File: config.mk
export PLATFORM = sky130hd
export DESIGN_NAME = openmips
export DESIGN_NICKNAME = d
export VERILOG_FILES = /design/src/mips_pkg.sv /design/src/fetch_stage.sv /design/src/regfile.sv /design/src/decode_stage.sv /design/src/mult_unit.sv /design/src/execute_stage.sv /design/src/commit_stage.sv /design/src/openmips.sv
export SDC_FILE = /design/constraint.sdc
export NUM_CORES = 2
export LEC_CHECK = 0
export BUFFER_PORTS_ARGS = -buffer_cell sky130_fd_sc_hd__buf_2
export CAP_MARGIN = 20
export CORE_AREA = 10 10 534 640
export DETAILED_ROUTE_END_ITERATION = 6
export DIE_AREA = 0 0 544 650
export GPL_ROUTABILITY_DRIVEN = 0
export PLACE_DENSITY = 0.42
export SETUP_SLACK_MARGIN = 0.4
export SLEW_MARGIN = 30
export SYNTH_ARGS = -nofsm -noshare
export SYNTH_HDL_FRONTEND = slang
export SYNTH_SLANG_ARGS = --single-unit
File: constraint.sdc
create_clock -name clk -period 7.2 [get_ports clk]
set_input_delay 0.72 -clock clk [delete_from_list [all_inputs] [get_ports clk]]
set_output_delay 0.72 -clock clk [all_outputs]
set_load 0.005 [all_outputs]
File: src/mips_pkg.sv
package mips_pkg;

    typedef logic [31:0] word_t;
    typedef logic [31:0] addr_t;
    typedef logic [4:0]  reg_addr_t;

    typedef enum logic [3:0] {
        ALU_NOP,
        ALU_ADDU,
        ALU_SUBU,
        ALU_AND,
        ALU_OR,
        ALU_XOR,
        ALU_SLT,
        ALU_LUI,
        ALU_MFHI,
        ALU_MFLO,
        ALU_MULT
    } alu_op_e;

    // Primary opcodes
    localparam logic [5:0] OP_SPECIAL = 6'h00;
    localparam logic [5:0] OP_J       = 6'h02;
    localparam logic [5:0] OP_BEQ     = 6'h04;
    localparam logic [5:0] OP_BNE     = 6'h05;
    localparam logic [5:0] OP_ORI     = 6'h0d;
    localparam logic [5:0] OP_LUI     = 6'h0f;

    // SPECIAL function field
    localparam logic [5:0] FN_MFHI = 6'h10;
    localparam logic [5:0] FN_MFLO = 6'h12;
    localparam logic [5:0] FN_MULT = 6'h18;
    localparam logic [5:0] FN_ADDU = 6'h21;
    localparam logic [5:0] FN_SUBU = 6'h23;
    localparam logic [5:0] FN_AND  = 6'h24;
    localparam logic [5:0] FN_OR   = 6'h25;
    localparam logic [5:0] FN_XOR  = 6'h26;
    localparam logic [5:0] FN_SLT  = 6'h2a;

    localparam addr_t RESET_PC = 32'h0000_0000;

endpackage

File: src/fetch_stage.sv
`timescale 1ns/1ps

module fetch_stage
    import mips_pkg::*;
(
    input  logic  clk,
    input  logic  reset_i,
    input  logic  stall_i,
    input  logic  branch_taken_i,
    input  addr_t branch_target_i,
    input  word_t rom_data_i,
    output addr_t rom_addr_o,
    output logic  rom_ce_o,
    output addr_t id_pc_o,
    output word_t id_inst_o
);

    logic  ce_q;
    addr_t pc_q;
    addr_t id_pc_q;
    logic  id_valid_q;
    logic  hold_v_q;
    word_t hold_q;

    always_ff @(posedge clk) begin
        if (reset_i) begin
            ce_q       <= 1'b0;
            pc_q       <= RESET_PC;
            id_pc_q    <= RESET_PC;
            id_valid_q <= 1'b0;
            hold_v_q   <= 1'b0;
        end else begin
            ce_q <= 1'b1;
            if (!ce_q) begin
                pc_q <= RESET_PC;
            end else if (!stall_i) begin
                pc_q <= branch_taken_i ? branch_target_i : pc_q + 32'd4;
            end
            if (!stall_i) begin
                id_pc_q    <= pc_q;
                id_valid_q <= ce_q;
            end
            // Stays set through the release cycle so decode still sees the held word
            hold_v_q <= stall_i;
        end
    end

    // Capture decode word on first stalled cycle
    always_ff @(posedge clk) begin
        if (stall_i && !hold_v_q) begin
            hold_q <= id_inst_o;
        end
    end

    assign rom_addr_o = pc_q;
    assign rom_ce_o   = ce_q;
    assign id_pc_o    = id_pc_q;
    assign id_inst_o  = hold_v_q ? hold_q : (id_valid_q ? rom_data_i : '0);

endmodule

File: src/regfile.sv
`timescale 1ns/1ps

module regfile
    import mips_pkg::*;
(
    input  logic      clk,
    input  logic      reset_i,
    input  logic      we_i,
    input  reg_addr_t waddr_i,
    input  word_t     wdata_i,
    input  reg_addr_t raddr1_i,
    input  reg_addr_t raddr2_i,
    output word_t     rdata1_o,
    output word_t     rdata2_o
);

    word_t regs_q [32];

    function automatic word_t read_port(reg_addr_t raddr);
        if (raddr == '0) begin
            return '0;
        end else if (we_i && waddr_i == raddr) begin
            return wdata_i;
        end
        return regs_q[raddr];
    endfunction

    always_ff @(posedge clk) begin
        if (reset_i) begin
            for (int i = 0; i < 32; i++) begin
                regs_q[i] <= '0;
            end
        end else if (we_i && waddr_i != '0) begin
            regs_q[waddr_i] <= wdata_i;
        end
    end

    assign rdata1_o = read_port(raddr1_i);
    assign rdata2_o = read_port(raddr2_i);

endmodule

File: src/decode_stage.sv
`timescale 1ns/1ps

module decode_stage
    import mips_pkg::*;
(
    input  addr_t     pc_i,
    input  word_t     inst_i,
    input  word_t     rdata1_i,
    input  word_t     rdata2_i,
    output reg_addr_t raddr1_o,
    output reg_addr_t raddr2_o,
    input  logic      ex_we_i,
    input  reg_addr_t ex_wd_i,
    input  word_t     ex_wdata_i,
    input  logic      mem_we_i,
    input  reg_addr_t mem_wd_i,
    input  word_t     mem_wdata_i,
    output alu_op_e   aluop_o,
    output word_t     opa_o,
    output word_t     opb_o,
    output reg_addr_t wd_o,
    output logic      we_o,
    output logic      branch_taken_o,
    output addr_t     branch_target_o
);

    logic [5:0]  op;
    logic [5:0]  fn;
    reg_addr_t   rs;
    reg_addr_t   rt;
    reg_addr_t   rd;
    logic [15:0] imm;
    word_t       rs_val;
    word_t       rt_val;
    addr_t       delay_pc;

    assign op       = inst_i[31:26];
    assign rs       = inst_i[25:21];
    assign rt       = inst_i[20:16];
    assign rd       = inst_i[15:11];
    assign imm      = inst_i[15:0];
    assign fn       = inst_i[5:0];
    assign delay_pc = pc_i + 32'd4;

    assign raddr1_o = rs;
    assign raddr2_o = rt;

    // Newest producer wins, r0 is never forwarded
    function automatic word_t fwd(reg_addr_t addr, word_t rf_val);
        if (addr != '0 && ex_we_i && ex_wd_i == addr) begin
            return ex_wdata_i;
        end else if (addr != '0 && mem_we_i && mem_wd_i == addr) begin
            return mem_wdata_i;
        end
        return rf_val;
    endfunction

    assign rs_val = fwd(rs, rdata1_i);
    assign rt_val = fwd(rt, rdata2_i);

    always_comb begin
        aluop_o         = ALU_NOP;
        opa_o           = rs_val;
        opb_o           = rt_val;
        wd_o            = rd;
        we_o            = 1'b0;
        branch_taken_o  = 1'b0;
        branch_target_o = delay_pc + {{14{imm[15]}}, imm, 2'b00};
        case (op)
            OP_SPECIAL: begin
                we_o = 1'b1;
                case (fn)
                    FN_ADDU: aluop_o = ALU_ADDU;
                    FN_SUBU: aluop_o = ALU_SUBU;
                    FN_AND:  aluop_o = ALU_AND;
                    FN_OR:   aluop_o = ALU_OR;
                    FN_XOR:  aluop_o = ALU_XOR;
                    FN_SLT:  aluop_o = ALU_SLT;
                    FN_MFHI: aluop_o = ALU_MFHI;
                    FN_MFLO: aluop_o = ALU_MFLO;
                    FN_MULT: begin
                        aluop_o = ALU_MULT;
                        we_o    = 1'b0;
                    end
                    default: we_o = 1'b0;
                endcase
            end
            OP_ORI, OP_LUI: begin
                aluop_o = (op == OP_ORI) ? ALU_OR : ALU_LUI;
                opb_o   = {16'h0000, imm};
                wd_o    = rt;
                we_o    = 1'b1;
            end
            OP_BEQ: branch_taken_o = (rs_val == rt_val);
            OP_BNE: branch_taken_o = (rs_val != rt_val);
            OP_J: begin
                branch_taken_o  = 1'b1;
                branch_target_o = {delay_pc[31:28], inst_i[25:0], 2'b00};
            end
            default: ;
        endcase
    end

endmodule

File: src/mult_unit.sv
`timescale 1ns/1ps

module mult_unit #(
    parameter int MUL_RADIX_BITS = 2
) (
    input  logic        clk,
    input  logic        reset_i,
    input  logic        start_i,
    input  logic [31:0] a_i,
    input  logic [31:0] b_i,
    output logic        busy_o,
    output logic        done_o,
    output logic [63:0] product_o
);

    localparam int STEPS = 32 / MUL_RADIX_BITS;
    localparam int CNT_W = $clog2(STEPS);

    typedef enum logic {
        MUL_IDLE,
        MUL_RUN
    } mul_state_e;

    mul_state_e       state_q;
    logic [CNT_W-1:0] cnt_q;
    logic             done_q;
    logic             neg_q;
    logic [63:0]      mcand_q;
    logic [31:0]      mplier_q;
    logic [63:0]      acc_q;
    logic [63:0]      partial;

    // Sum of shifted multiplicands for the low multiplier bits
    always_comb begin
        partial = '0;
        for (int i = 0; i < MUL_RADIX_BITS; i++) begin
            if (mplier_q[i]) begin
                partial = partial + (mcand_q << i);
            end
        end
    end

    always_ff @(posedge clk) begin
        if (reset_i) begin
            state_q <= MUL_IDLE;
            cnt_q   <= '0;
            done_q  <= 1'b0;
        end else begin
            done_q <= 1'b0;
            if (state_q == MUL_IDLE && start_i) begin
                state_q <= MUL_RUN;
                cnt_q   <= '0;
            end else if (state_q == MUL_RUN) begin
                cnt_q <= cnt_q + 1'b1;
                if (cnt_q == CNT_W'(STEPS - 1)) begin
                    state_q <= MUL_IDLE;
                    done_q  <= 1'b1;
                end
            end
        end
    end

    always_ff @(posedge clk) begin
        if (state_q == MUL_IDLE && start_i) begin
            mcand_q  <= {32'h0, a_i[31] ? -a_i : a_i};
            mplier_q <= b_i[31] ? -b_i : b_i;
            neg_q    <= a_i[31] ^ b_i[31];
            acc_q    <= '0;
        end else if (state_q == MUL_RUN) begin
            acc_q    <= acc_q + partial;
            mcand_q  <= mcand_q << MUL_RADIX_BITS;
            mplier_q <= mplier_q >> MUL_RADIX_BITS;
        end
    end

    assign busy_o    = (state_q == MUL_RUN);
    assign done_o    = done_q;
    assign product_o = neg_q ? -acc_q : acc_q;

endmodule

File: src/execute_stage.sv
`timescale 1ns/1ps

module execute_stage
    import mips_pkg::*;
#(
    parameter int MUL_RADIX_BITS = 2
) (
    input  logic      clk,
    input  logic      reset_i,
    input  alu_op_e   aluop_i,
    input  word_t     opa_i,
    input  word_t     opb_i,
    input  reg_addr_t wd_i,
    input  logic      we_i,
    input  word_t     hi_i,
    input  word_t     lo_i,
    output logic      we_o,
    output reg_addr_t wd_o,
    output word_t     wdata_o,
    output logic      whilo_o,
    output word_t     hi_o,
    output word_t     lo_o,
    output logic      stall_o
);

    alu_op_e     aluop_q;
    logic        we_q;
    word_t       opa_q;
    word_t       opb_q;
    reg_addr_t   wd_q;
    logic        is_mult;
    logic        mul_start;
    logic        mul_busy;
    logic        mul_done;
    logic [63:0] mul_product;

    // ID/EX register, frozen while the multiplier runs
    always_ff @(posedge clk) begin
        if (reset_i) begin
            aluop_q <= ALU_NOP;
            we_q    <= 1'b0;
        end else if (!stall_o) begin
            aluop_q <= aluop_i;
            we_q    <= we_i;
        end
    end

    always_ff @(posedge clk) begin
        if (!stall_o) begin
            opa_q <= opa_i;
            opb_q <= opb_i;
            wd_q  <= wd_i;
        end
    end

    always_comb begin
        case (aluop_q)
            ALU_ADDU: wdata_o = opa_q + opb_q;
            ALU_SUBU: wdata_o = opa_q - opb_q;
            ALU_AND:  wdata_o = opa_q & opb_q;
            ALU_OR:   wdata_o = opa_q | opb_q;
            ALU_XOR:  wdata_o = opa_q ^ opb_q;
            ALU_SLT:  wdata_o = {31'b0, $signed(opa_q) < $signed(opb_q)};
            ALU_LUI:  wdata_o = {opb_q[15:0], 16'h0000};
            ALU_MFHI: wdata_o = hi_i;
            ALU_MFLO: wdata_o = lo_i;
            default:  wdata_o = '0;
        endcase
    end

    // MULT holds execute from entry until the done pulse
    assign is_mult   = (aluop_q == ALU_MULT);
    assign mul_start = is_mult && !mul_busy && !mul_done;
    assign stall_o   = is_mult && !mul_done;
    assign whilo_o   = is_mult && mul_done;

    mult_unit #(
        .MUL_RADIX_BITS(MUL_RADIX_BITS)
    ) i_mult_unit (
        .clk      (clk),
        .reset_i  (reset_i),
        .start_i  (mul_start),
        .a_i      (opa_q),
        .b_i      (opb_q),
        .busy_o   (mul_busy),
        .done_o   (mul_done),
        .product_o(mul_product)
    );

    assign we_o = we_q;
    assign wd_o = wd_q;
    assign hi_o = mul_product[63:32];
    assign lo_o = mul_product[31:0];

endmodule

File: src/commit_stage.sv
`timescale 1ns/1ps

module commit_stage
    import mips_pkg::*;
(
    input  logic      clk,
    input  logic      reset_i,
    input  logic      ex_we_i,
    input  reg_addr_t ex_wd_i,
    input  word_t     ex_wdata_i,
    input  logic      ex_whilo_i,
    input  word_t     ex_hi_i,
    input  word_t     ex_lo_i,
    output logic      mem_we_o,
    output reg_addr_t mem_wd_o,
    output word_t     mem_wdata_o,
    output logic      wb_we_o,
    output reg_addr_t wb_addr_o,
    output word_t     wb_data_o,
    output word_t     hilo_hi_o,
    output word_t     hilo_lo_o,
    output word_t     hi_o,
    output word_t     lo_o
);

    logic      mem_whilo_q;
    word_t     mem_hi_q;
    word_t     mem_lo_q;
    logic      wb_whilo_q;
    word_t     wb_hi_q;
    word_t     wb_lo_q;
    word_t     hi_q;
    word_t     lo_q;

    always_ff @(posedge clk) begin
        if (reset_i) begin
            mem_we_o    <= 1'b0;
            mem_whilo_q <= 1'b0;
            wb_we_o     <= 1'b0;
            wb_whilo_q  <= 1'b0;
            hi_q        <= '0;
            lo_q        <= '0;
        end else begin
            mem_we_o    <= ex_we_i;
            mem_whilo_q <= ex_whilo_i;
            wb_we_o     <= mem_we_o;
            wb_whilo_q  <= mem_whilo_q;
            if (wb_whilo_q) begin
                hi_q <= wb_hi_q;
                lo_q <= wb_lo_q;
            end
        end
    end

    // Memory stage has no work of its own, data moves straight on
    always_ff @(posedge clk) begin
        mem_wd_o    <= ex_wd_i;
        mem_wdata_o <= ex_wdata_i;
        mem_hi_q    <= ex_hi_i;
        mem_lo_q    <= ex_lo_i;
        wb_addr_o   <= mem_wd_o;
        wb_data_o   <= mem_wdata_o;
        wb_hi_q     <= mem_hi_q;
        wb_lo_q     <= mem_lo_q;
    end

    assign hilo_hi_o = mem_whilo_q ? mem_hi_q : (wb_whilo_q ? wb_hi_q : hi_q);
    assign hilo_lo_o = mem_whilo_q ? mem_lo_q : (wb_whilo_q ? wb_lo_q : lo_q);
    assign hi_o      = hi_q;
    assign lo_o      = lo_q;

endmodule

File: src/openmips.sv
`timescale 1ns/1ps

module openmips
    import mips_pkg::*;
#(
    parameter int MUL_RADIX_BITS = 2
) (
    input  logic      clk,
    input  logic      reset_i,
    input  word_t     rom_data_i,
    output addr_t     rom_addr_o,
    output logic      rom_ce_o,
    output logic      wb_we_o,
    output reg_addr_t wb_addr_o,
    output word_t     wb_data_o,
    output word_t     hi_o,
    output word_t     lo_o
);

    logic      stall;
    logic      branch_taken;
    addr_t     branch_target;
    addr_t     id_pc;
    word_t     id_inst;

    // Decode to regfile
    reg_addr_t raddr1;
    reg_addr_t raddr2;
    word_t     rdata1;
    word_t     rdata2;

    // Decode to execute
    alu_op_e   id_aluop;
    word_t     id_opa;
    word_t     id_opb;
    reg_addr_t id_wd;
    logic      id_we;

    // Execute results
    logic      ex_we;
    reg_addr_t ex_wd;
    word_t     ex_wdata;
    logic      ex_whilo;
    word_t     ex_hi;
    word_t     ex_lo;

    logic      mem_we;
    reg_addr_t mem_wd;
    word_t     mem_wdata;
    word_t     hilo_hi;
    word_t     hilo_lo;

    fetch_stage i_fetch_stage (
        .clk            (clk),
        .reset_i        (reset_i),
        .stall_i        (stall),
        .branch_taken_i (branch_taken),
        .branch_target_i(branch_target),
        .rom_data_i     (rom_data_i),
        .rom_addr_o     (rom_addr_o),
        .rom_ce_o       (rom_ce_o),
        .id_pc_o        (id_pc),
        .id_inst_o      (id_inst)
    );

    regfile i_regfile (
        .clk     (clk),
        .reset_i (reset_i),
        .we_i    (wb_we_o),
        .waddr_i (wb_addr_o),
        .wdata_i (wb_data_o),
        .raddr1_i(raddr1),
        .raddr2_i(raddr2),
        .rdata1_o(rdata1),
        .rdata2_o(rdata2)
    );

    decode_stage i_decode_stage (
        .pc_i           (id_pc),
        .inst_i         (id_inst),
        .rdata1_i       (rdata1),
        .rdata2_i       (rdata2),
        .raddr1_o       (raddr1),
        .raddr2_o       (raddr2),
        .ex_we_i        (ex_we),
        .ex_wd_i        (ex_wd),
        .ex_wdata_i     (ex_wdata),
        .mem_we_i       (mem_we),
        .mem_wd_i       (mem_wd),
        .mem_wdata_i    (mem_wdata),
        .aluop_o        (id_aluop),
        .opa_o          (id_opa),
        .opb_o          (id_opb),
        .wd_o           (id_wd),
        .we_o           (id_we),
        .branch_taken_o (branch_taken),
        .branch_target_o(branch_target)
    );

    execute_stage #(
        .MUL_RADIX_BITS(MUL_RADIX_BITS)
    ) i_execute_stage (
        .clk    (clk),
        .reset_i(reset_i),
        .aluop_i(id_aluop),
        .opa_i  (id_opa),
        .opb_i  (id_opb),
        .wd_i   (id_wd),
        .we_i   (id_we),
        .hi_i   (hilo_hi),
        .lo_i   (hilo_lo),
        .we_o   (ex_we),
        .wd_o   (ex_wd),
        .wdata_o(ex_wdata),
        .whilo_o(ex_whilo),
        .hi_o   (ex_hi),
        .lo_o   (ex_lo),
        .stall_o(stall)
    );

    commit_stage i_commit_stage (
        .clk        (clk),
        .reset_i    (reset_i),
        .ex_we_i    (ex_we),
        .ex_wd_i    (ex_wd),
        .ex_wdata_i (ex_wdata),
        .ex_whilo_i (ex_whilo),
        .ex_hi_i    (ex_hi),
        .ex_lo_i    (ex_lo),
        .mem_we_o   (mem_we),
        .mem_wd_o   (mem_wd),
        .mem_wdata_o(mem_wdata),
        .wb_we_o    (wb_we_o),
        .wb_addr_o  (wb_addr_o),
        .wb_data_o  (wb_data_o),
        .hilo_hi_o  (hilo_hi),
        .hilo_lo_o  (hilo_lo),
        .hi_o       (hi_o),
        .lo_o       (lo_o)
    );

endmodule

### After elaboration in Yosys (flattened, before gate mapping)

Memories as Yosys holds them, arrays and structs flattened.
Index checks and enable logic that the tools add are counted.

* add/subtract/negate cells: 11
* multiply operators: 0
* div/mod/pow operators: 0
* $lt $le $gt $ge: 1
* equality and inequality tests: 33
* shift operators: 0
* multiplexer cells: 59
* bitwise operators: 6
* reduce and logical (&&, ||, !) cells: 33

Operators by type and width (number)
* 32-bit two-way mux: 27
* 32-bit case mux with 9 select lines: 1
* 64-bit two-way mux: 3
* 64-bit adder: 2
* 32-bit by 3-bit adder with 32-bit output (second input constant): 2
* 32-bit adder: 2
* 32-bit negation: 2
* 64-bit negation: 1
* 6-bit equality test (second input constant): 6
* 4-bit case mux with 9 select lines: 1
* 32-bit AND: 1
* 32-bit equality test: 1
* 32-bit less-than comparator: 1
* 32-bit != test: 1
* 32-bit bitwise OR: 1
* 32-bit OR reduction: 1
* 32-bit subtractor: 1
* 32-bit bitwise XOR: 1
* 5-bit equality test: 6
* 1-bit two-way mux: 20
* 6-bit by 5-bit equality test with 1-bit output (second input constant): 3
* 1-bit logical AND: 17
* 4-bit by 3-bit equality test with 1-bit output (second input constant): 4
* 4-bit equality test (second input constant): 4
* other kinds (22): 34

* bits in registers: 610
* bits in latches: 0
* memory bits (writable): 1024
* bits in read-only memories: 0
* input port bits: 34
* output and inout port bits: 135
* logic and storage cells: 178
* memories: 1

Memories
* i_regfile.regs_q: words 32, bits a word 32, read ports 2, clocked after memory_dff 0, write ports 32, RTL line regfile.sv:17 `word_t regs_q [32];`

### Logic depth before layout (Yosys ltp)

* depth after elaboration: 11
* gate-level depth with buffers: 37
* gate-level depth less buffers: 36

### Hierarchy

A second synthesis with hierarchy kept.

* cells, all modules: 8769
* area, all modules: 97821.3 um^2

Modules (own cells, without submodules)
* regfile: times used 1, cells each 3745, area an instance 55240.5 um^2, sequential area each 30749.5 um^2
* mult_unit: times used 1, cells each 2276, area an instance 17219.0 um^2, sequential area each 3993.8 um^2
* commit_stage: times used 1, cells each 487, area an instance 7699.9 um^2, sequential area each 5405.2 um^2
* execute_stage: times used 1, cells each 889, area an instance 7534.7 um^2, sequential area each 2172.1 um^2
* decode_stage: times used 1, cells each 908, area an instance 5565.3 um^2, sequential area each 0.0 um^2
* fetch_stage: times used 1, cells each 464, area an instance 4561.9 um^2, sequential area each 2302.2 um^2

### Least setup slack after synthesis

OpenSTA, ideal clock, no wires.

* path kind: reg-to-reg
* from: reg i_execute_stage.i_mult_unit.mplier_q[0]
* to: reg i_execute_stage.i_mult_unit.acc_q[62]
* setup time: 0.117 ns
* arrival: 6.587 ns
* setup slack: 0.496 ns
* stages on the path, launching flop included: 35
* period minus slack after synthesis: 6.704 ns
* cell sequence: edfxtp_1 -> clkbuf_1 -> clkbuf_1 -> nand2_1 -> inv_1 -> ha_1 -> a21o_1 -> a21oi_1 -> nor2b_1 -> o21ai_0 -> nand2b_1 -> a21o_1 -> a21oi_1 -> o21bai_1 -> a21oi_1 -> o21bai_1 -> a21oi_1 -> nor2b_1 -> o21a_1 -> o311ai_0 -> o21ai_0 -> ha_1 -> nor2b_1 -> o41a_1 -> o41ai_1 -> a311o_1 -> nand3_1 -> a31o_2 -> a221o_1 -> a21o_1 -> a31o_2 -> a31o_2 -> a21oi_1 -> xnor2_1 -> a22o_1

* word-level cells in the longest chain between the ends: 4

Ends and longest elaborated chain
* from (decl): RTL line mult_unit.sv:29 `logic [31:0] mplier_q;`
* from (signal assigned): RTL line mult_unit.sv:66 `mplier_q <= b_i[31] ? -b_i : b_i;`
* from (signal assigned): RTL line mult_unit.sv:72 `mplier_q <= mplier_q >> MUL_RADIX_BITS;`
* 64-bit two-way mux (*): RTL line mult_unit.sv:37 `if (mplier_q[i]) begin`
* 64-bit adder: RTL line mult_unit.sv:38 `partial = partial + (mcand_q << i);`
* 64-bit two-way mux (*): RTL line mult_unit.sv:37
* 64-bit adder (*): RTL line mult_unit.sv:70 `acc_q <= acc_q + partial;`
* to (signal assigned): RTL line mult_unit.sv:70
* to (decl): RTL line mult_unit.sv:30 `logic [63:0] acc_q;`

Mark *: on every way between the ends. The rest lies on a longest branch, timed or not.
A chain may end at the register's enable or synchronous reset.

### Worst setup path after layout

* from: reg i_fetch_stage.hold_v_q
* to: reg i_fetch_stage.pc_q[28] (netlist: i_fetch_stage.rom_addr_o[28])

* word-level cells in the longest chain between the ends: 10

Ends and longest elaborated chain
* from (decl): RTL line fetch_stage.sv:22 `logic hold_v_q;`
* from (signal assigned): RTL line fetch_stage.sv:44 `hold_v_q <= stall_i;`
* 32-bit two-way mux (*): RTL line fetch_stage.sv:58 `assign id_inst_o = hold_v_q ? hold_q : (id_valid_q ? rom_data_i : '0);`
* branches (longest 8 deep; another with memory 32 x 32 bit)
* 32-bit two-way mux (*): RTL line fetch_stage.sv:37 `pc_q <= branch_taken_i ? branch_target_i : pc_q + 32'd4;`
* to (signal assigned): RTL line fetch_stage.sv:37
* to (decl): RTL line fetch_stage.sv:19 `addr_t pc_q;`

Every way passes the cells marked *.

==> impl_metrics.ini <==
[synth]
synth.distinct_cells = 114
synth_top_family_by_area = simple AND/OR/NAND/NOR gates
yosysSeqAreaShare = 0.455
synth_compound_area_frac = 0.162
synth_simple_gate_area_frac = 0.220
syn-instance-count = 10500
synth_area_per_cell_um2 = 9.35
synthXorXnorAreaFrac = 0.0310
synthMuxAreaShare = 0.0561
synth_top_flop_cell = edfxtp_1
yosysWarnings = 0
synth_edf_count = 1190
synth-seq-cells = 1634
synthArstFlopShare = 0
syn_area_mm2 = 0.0981
yosys.area_share.adder = 0.0338

[floorplan]
die_x_um = 544
rows = 231
die_height_um = 650
core_mm2 = 0.329
start_util = 0.298
io-pin-count = 169
die-area_mm2 = 0.354

[layout]
fin_cells = 15400
area_growth_pct = 18.4
nNetsFinal = 11100
drive_gt1_frac = 0.158

[critical_path]
cp_data_required_time_ns = 7.97
critPathKind = flop to flop
crit_fanout = 17
worst_setup_path_end_kind = flop
cp_data_arrival_time_ns = 7.53
start_kind = flop

[timing]
finalHoldViolCount = 0
fin_crit_ns = 6.76
fin_crit_sh = 0.939
finalSetupViolCount = 0
drv_slew = 0
worst_clock_skew_ns = 0.0882
slew_headroom = 0.236
fmax_mhz = 148
rsz0062_at_grt = true
layout_setup_ws_ns = 0.437
max_slew.worst_pin.slew_ns = 1.13

[power_and_ir_drop]
p_leak_nw = 44.4
pwr_density_cell_mw_per_mm2 = 220
ir_drop_mv = 0.172

[clocking]
clock_path_buffers = 4
cts_buffers = 198
cts_hold_buf = 0
cts_root_buf = clkbuf_16
cts.sinks = 1634
clk_pin_slew_ns = 0.06
h-tree-depth = 4
cts_tree = built
clkLatencyLatePin_ns = 0.94

[placement]
placed_cells = 14900
place_ws_ns = -0.175
dp_hpwl_um = 364000
io_buffers = 168

[detailed_routing]
antenna_left = 0
vias = 90600
wire_per_inst_um = 34.3
vias_per_cell = 5.90
remaining_drc_errors = 0
dr.pass1.iters = 7
detail_route.wirelength_um = 526000
dr.first_iter.drc_count = 10900

[global_route]
overflow = 0
grt_pass1_wl_um = 716000
grt_usage = 0.283
antenna_found_initial = 63
grt_start_max_net_pins = 119
grt_pass1_vias = 87300

[flow_run]
cap_violations = 0

[status]
outcome = complete, no violations

[hold_path]
hold_path_class = input port to flop
## cell usage in the layout (no fill, tap or decap), drive strengths merged, types with 38 or more instances in the layout
| master | count |
|---|---|
| dfxtp | 444 |
| edfxtp | 1190 |
| o21ai | 537 |
| a21oi | 579 |
| clkinv | 79 |
| nand2b | 54 |
| a221oi | 55 |
| mux2i | 276 |
| or3 | 44 |
| and2 | 970 |
| a22o | 52 |
| nor2 | 435 |
| and3 | 177 |
| nand2 | 1623 |
| o22ai | 101 |
| a32oi | 60 |
| nand3 | 511 |
| a22oi | 104 |
| nor2b | 50 |
| ha | 257 |
| mux2 | 83 |
| buf | 946 |
| o31ai | 60 |
| a21o | 141 |
| nor3 | 227 |
| a311oi | 50 |
| a211oi | 128 |
| o211ai | 65 |
| xnor2 | 268 |
| nor4 | 56 |
| xor2 | 79 |
| inv | 196 |
| nand4 | 86 |
| o21bai | 42 |
| diode | 38 |
| clkbuf | 260 |
| mux4 | 80 |
| a31oi | 132 |
## critical path, cell delays in order (launching register included)
cell	delay, ns
dfxtp_4	0.51
buf_4	0.26
and2_2	0.25
buf_4	0.27
o21ai_0	0.12
a221o_1	0.42
or2_1	0.35
nor2_2	0.36
buf_4	0.37
a2bb2oi_1	0.19
o221ai_1	0.34
buf_4	0.21
nand2b_1	0.10
a21boi_1	0.10
a2111oi_2	0.33
nand4_1	0.20
nor4_2	0.26
buf_4	0.18
nand3_1	0.17
or4_1	0.61
buf_4	0.19
and3_1	0.18
buf_4	0.19
a21o_1	0.17
a32o_1	0.24
## kinds of logic (layout without fill, tap and decap cells)
kind of cell / Yosys count / count (layout)
AOI/OAI and AO/OA: 2423 / 2423
xor gates and xnor gates: 347 / 347
muxes: 439 / 439
and+or+nand+nor: 4373 / 4373
adders and majority gates: 262 / 262
buffers and inverters: 1011 / 1499
other: 1 / 70
DFF: 1634 / 1634
## where the power goes
| part | internal, mW | switching [mW] |
|---|---|---|
| sequential | 10.5 | 0.423 |
| combinational | 1.32 | 3.11 |
| clock | 5.80 | 4.45 |
| total | 17.6 | 7.98 |
## cell usage after synthesis (59+ instances only)
| master | instances | area, um^2 |
|---|---|---|
| xnor2_1 | 268 | 2350 |
| buf_1 | 90 | 338 |
| and3_1 | 177 | 1110 |
| edfxtp_1 | 1190 | 35700 |
| o22ai_1 | 101 | 632 |
| o31ai_1 | 59 | 443 |
| a21o_1 | 141 | 1060 |
| nor3_1 | 226 | 1130 |
| nand2_1 | 1621 | 6080 |
| buf_2 | 128 | 641 |
| mux2i_1 | 276 | 2760 |
| o211ai_1 | 65 | 488 |
| clkbuf_1 | 569 | 2140 |
| a31oi_1 | 132 | 826 |
| mux4_2 | 80 | 1800 |
| a211oi_1 | 127 | 953 |
| a22oi_1 | 103 | 773 |
| inv_1 | 180 | 676 |
| ha_1 | 257 | 3220 |
| a32oi_1 | 60 | 526 |
| dfxtp_1 | 444 | 8890 |
| o21ai_0 | 526 | 2630 |
| nand4_1 | 85 | 532 |
| mux2_2 | 80 | 901 |
| a21oi_1 | 577 | 2890 |
| xor2_1 | 79 | 692 |
| and2_1 | 969 | 6060 |
| nor2_1 | 431 | 1620 |
| nand3_1 | 508 | 2540 |
## worst paths after layout
path,to,slack [ns],cells past startpoint,from
max,i_fetch_stage.rom_addr_o[28]$_SDFFE_PP0N_,0.44,24,i_fetch_stage.hold_v_q$_SDFF_PP0_
min,i_commit_stage.lo_o[22]$_SDFF_PP0_,0.24,2,reset_i
max reg2reg,i_fetch_stage.rom_addr_o[28]$_SDFFE_PP0N_,0.44,24,i_fetch_stage.hold_v_q$_SDFF_PP0_
min reg2reg,i_commit_stage.wb_hi_q[10]$_DFF_P_,0.35,0,i_commit_stage.mem_hi_q[10]$_DFF_P_
## flip-flops by register name, summed over array words and instances, names as in the netlist, 32 cells and up
register,flops
i_execute_stage.opb_q,32
i_commit_stage.mem_lo_q,32
i_commit_stage.lo_o,32
i_commit_stage.wb_lo_q,32
i_execute_stage.i_mult_unit.mcand_q,64
i_execute_stage.opa_q,32
i_commit_stage.wb_hi_q,32
i_regfile.regs_q,1024
i_commit_stage.mem_wdata_o,32
i_commit_stage.wb_data_o,32
i_commit_stage.mem_hi_q,32
i_commit_stage.hi_o,32
i_fetch_stage.hold_q,32
i_fetch_stage.rom_addr_o,32
i_execute_stage.i_mult_unit.acc_q,64
i_execute_stage.i_mult_unit.mplier_q,32
i_fetch_stage.id_pc_o,32
## cell type report
type	instances	area, um^2
timing repair inverter	1	8.76
antenna	38	95.1
clock buffer	258	5430
inverter	193	793
sequential	1634	44600
tap	4310	5390
clock inverter	99	897
fill	33300	213000
multi-input combinational	7876	51100
timing repair buffer	948	7770
## metrics by stage
step	util	instance area [um^2]	power [mW]	TNS [ns]	hold slack, ns
final	0.353	116000	25.6	0	0.238
after CTS	0.350	115000	25.5	0	0.188
after global placement	0.329	108000	15.3	-4.90	0.331
after detailed placement	0.329	108000	15.3	-1.56	0.331
after floorplan	-	98200	13.1	0	0.323
after global routing	0.353	116000	26.2	0	0.220
## routing by layer
layer / GRT usage / vias to the layer above / wire (um)
met5: 0 / - / 152
met4: 0.209 / 26 / 49900
met3: 0.0670 / 1662 / 46900
met2: 0.459 / 5129 / 239000
met1: 0.325 / 44800 / 190000
li1: - / 39000 / -
## repair_timing
| action | CTS | global route |
|---|---|---|
| resized for setup | 61 | 150 |
| endpoints found under the setup margin | 47 | 49 |
| cloned | 0 | 3 |
| pin swaps | 18 | 43 |
| buffers inserted | 7 | 32 |
No activity file was read; power rests on OpenSTA's default activity.
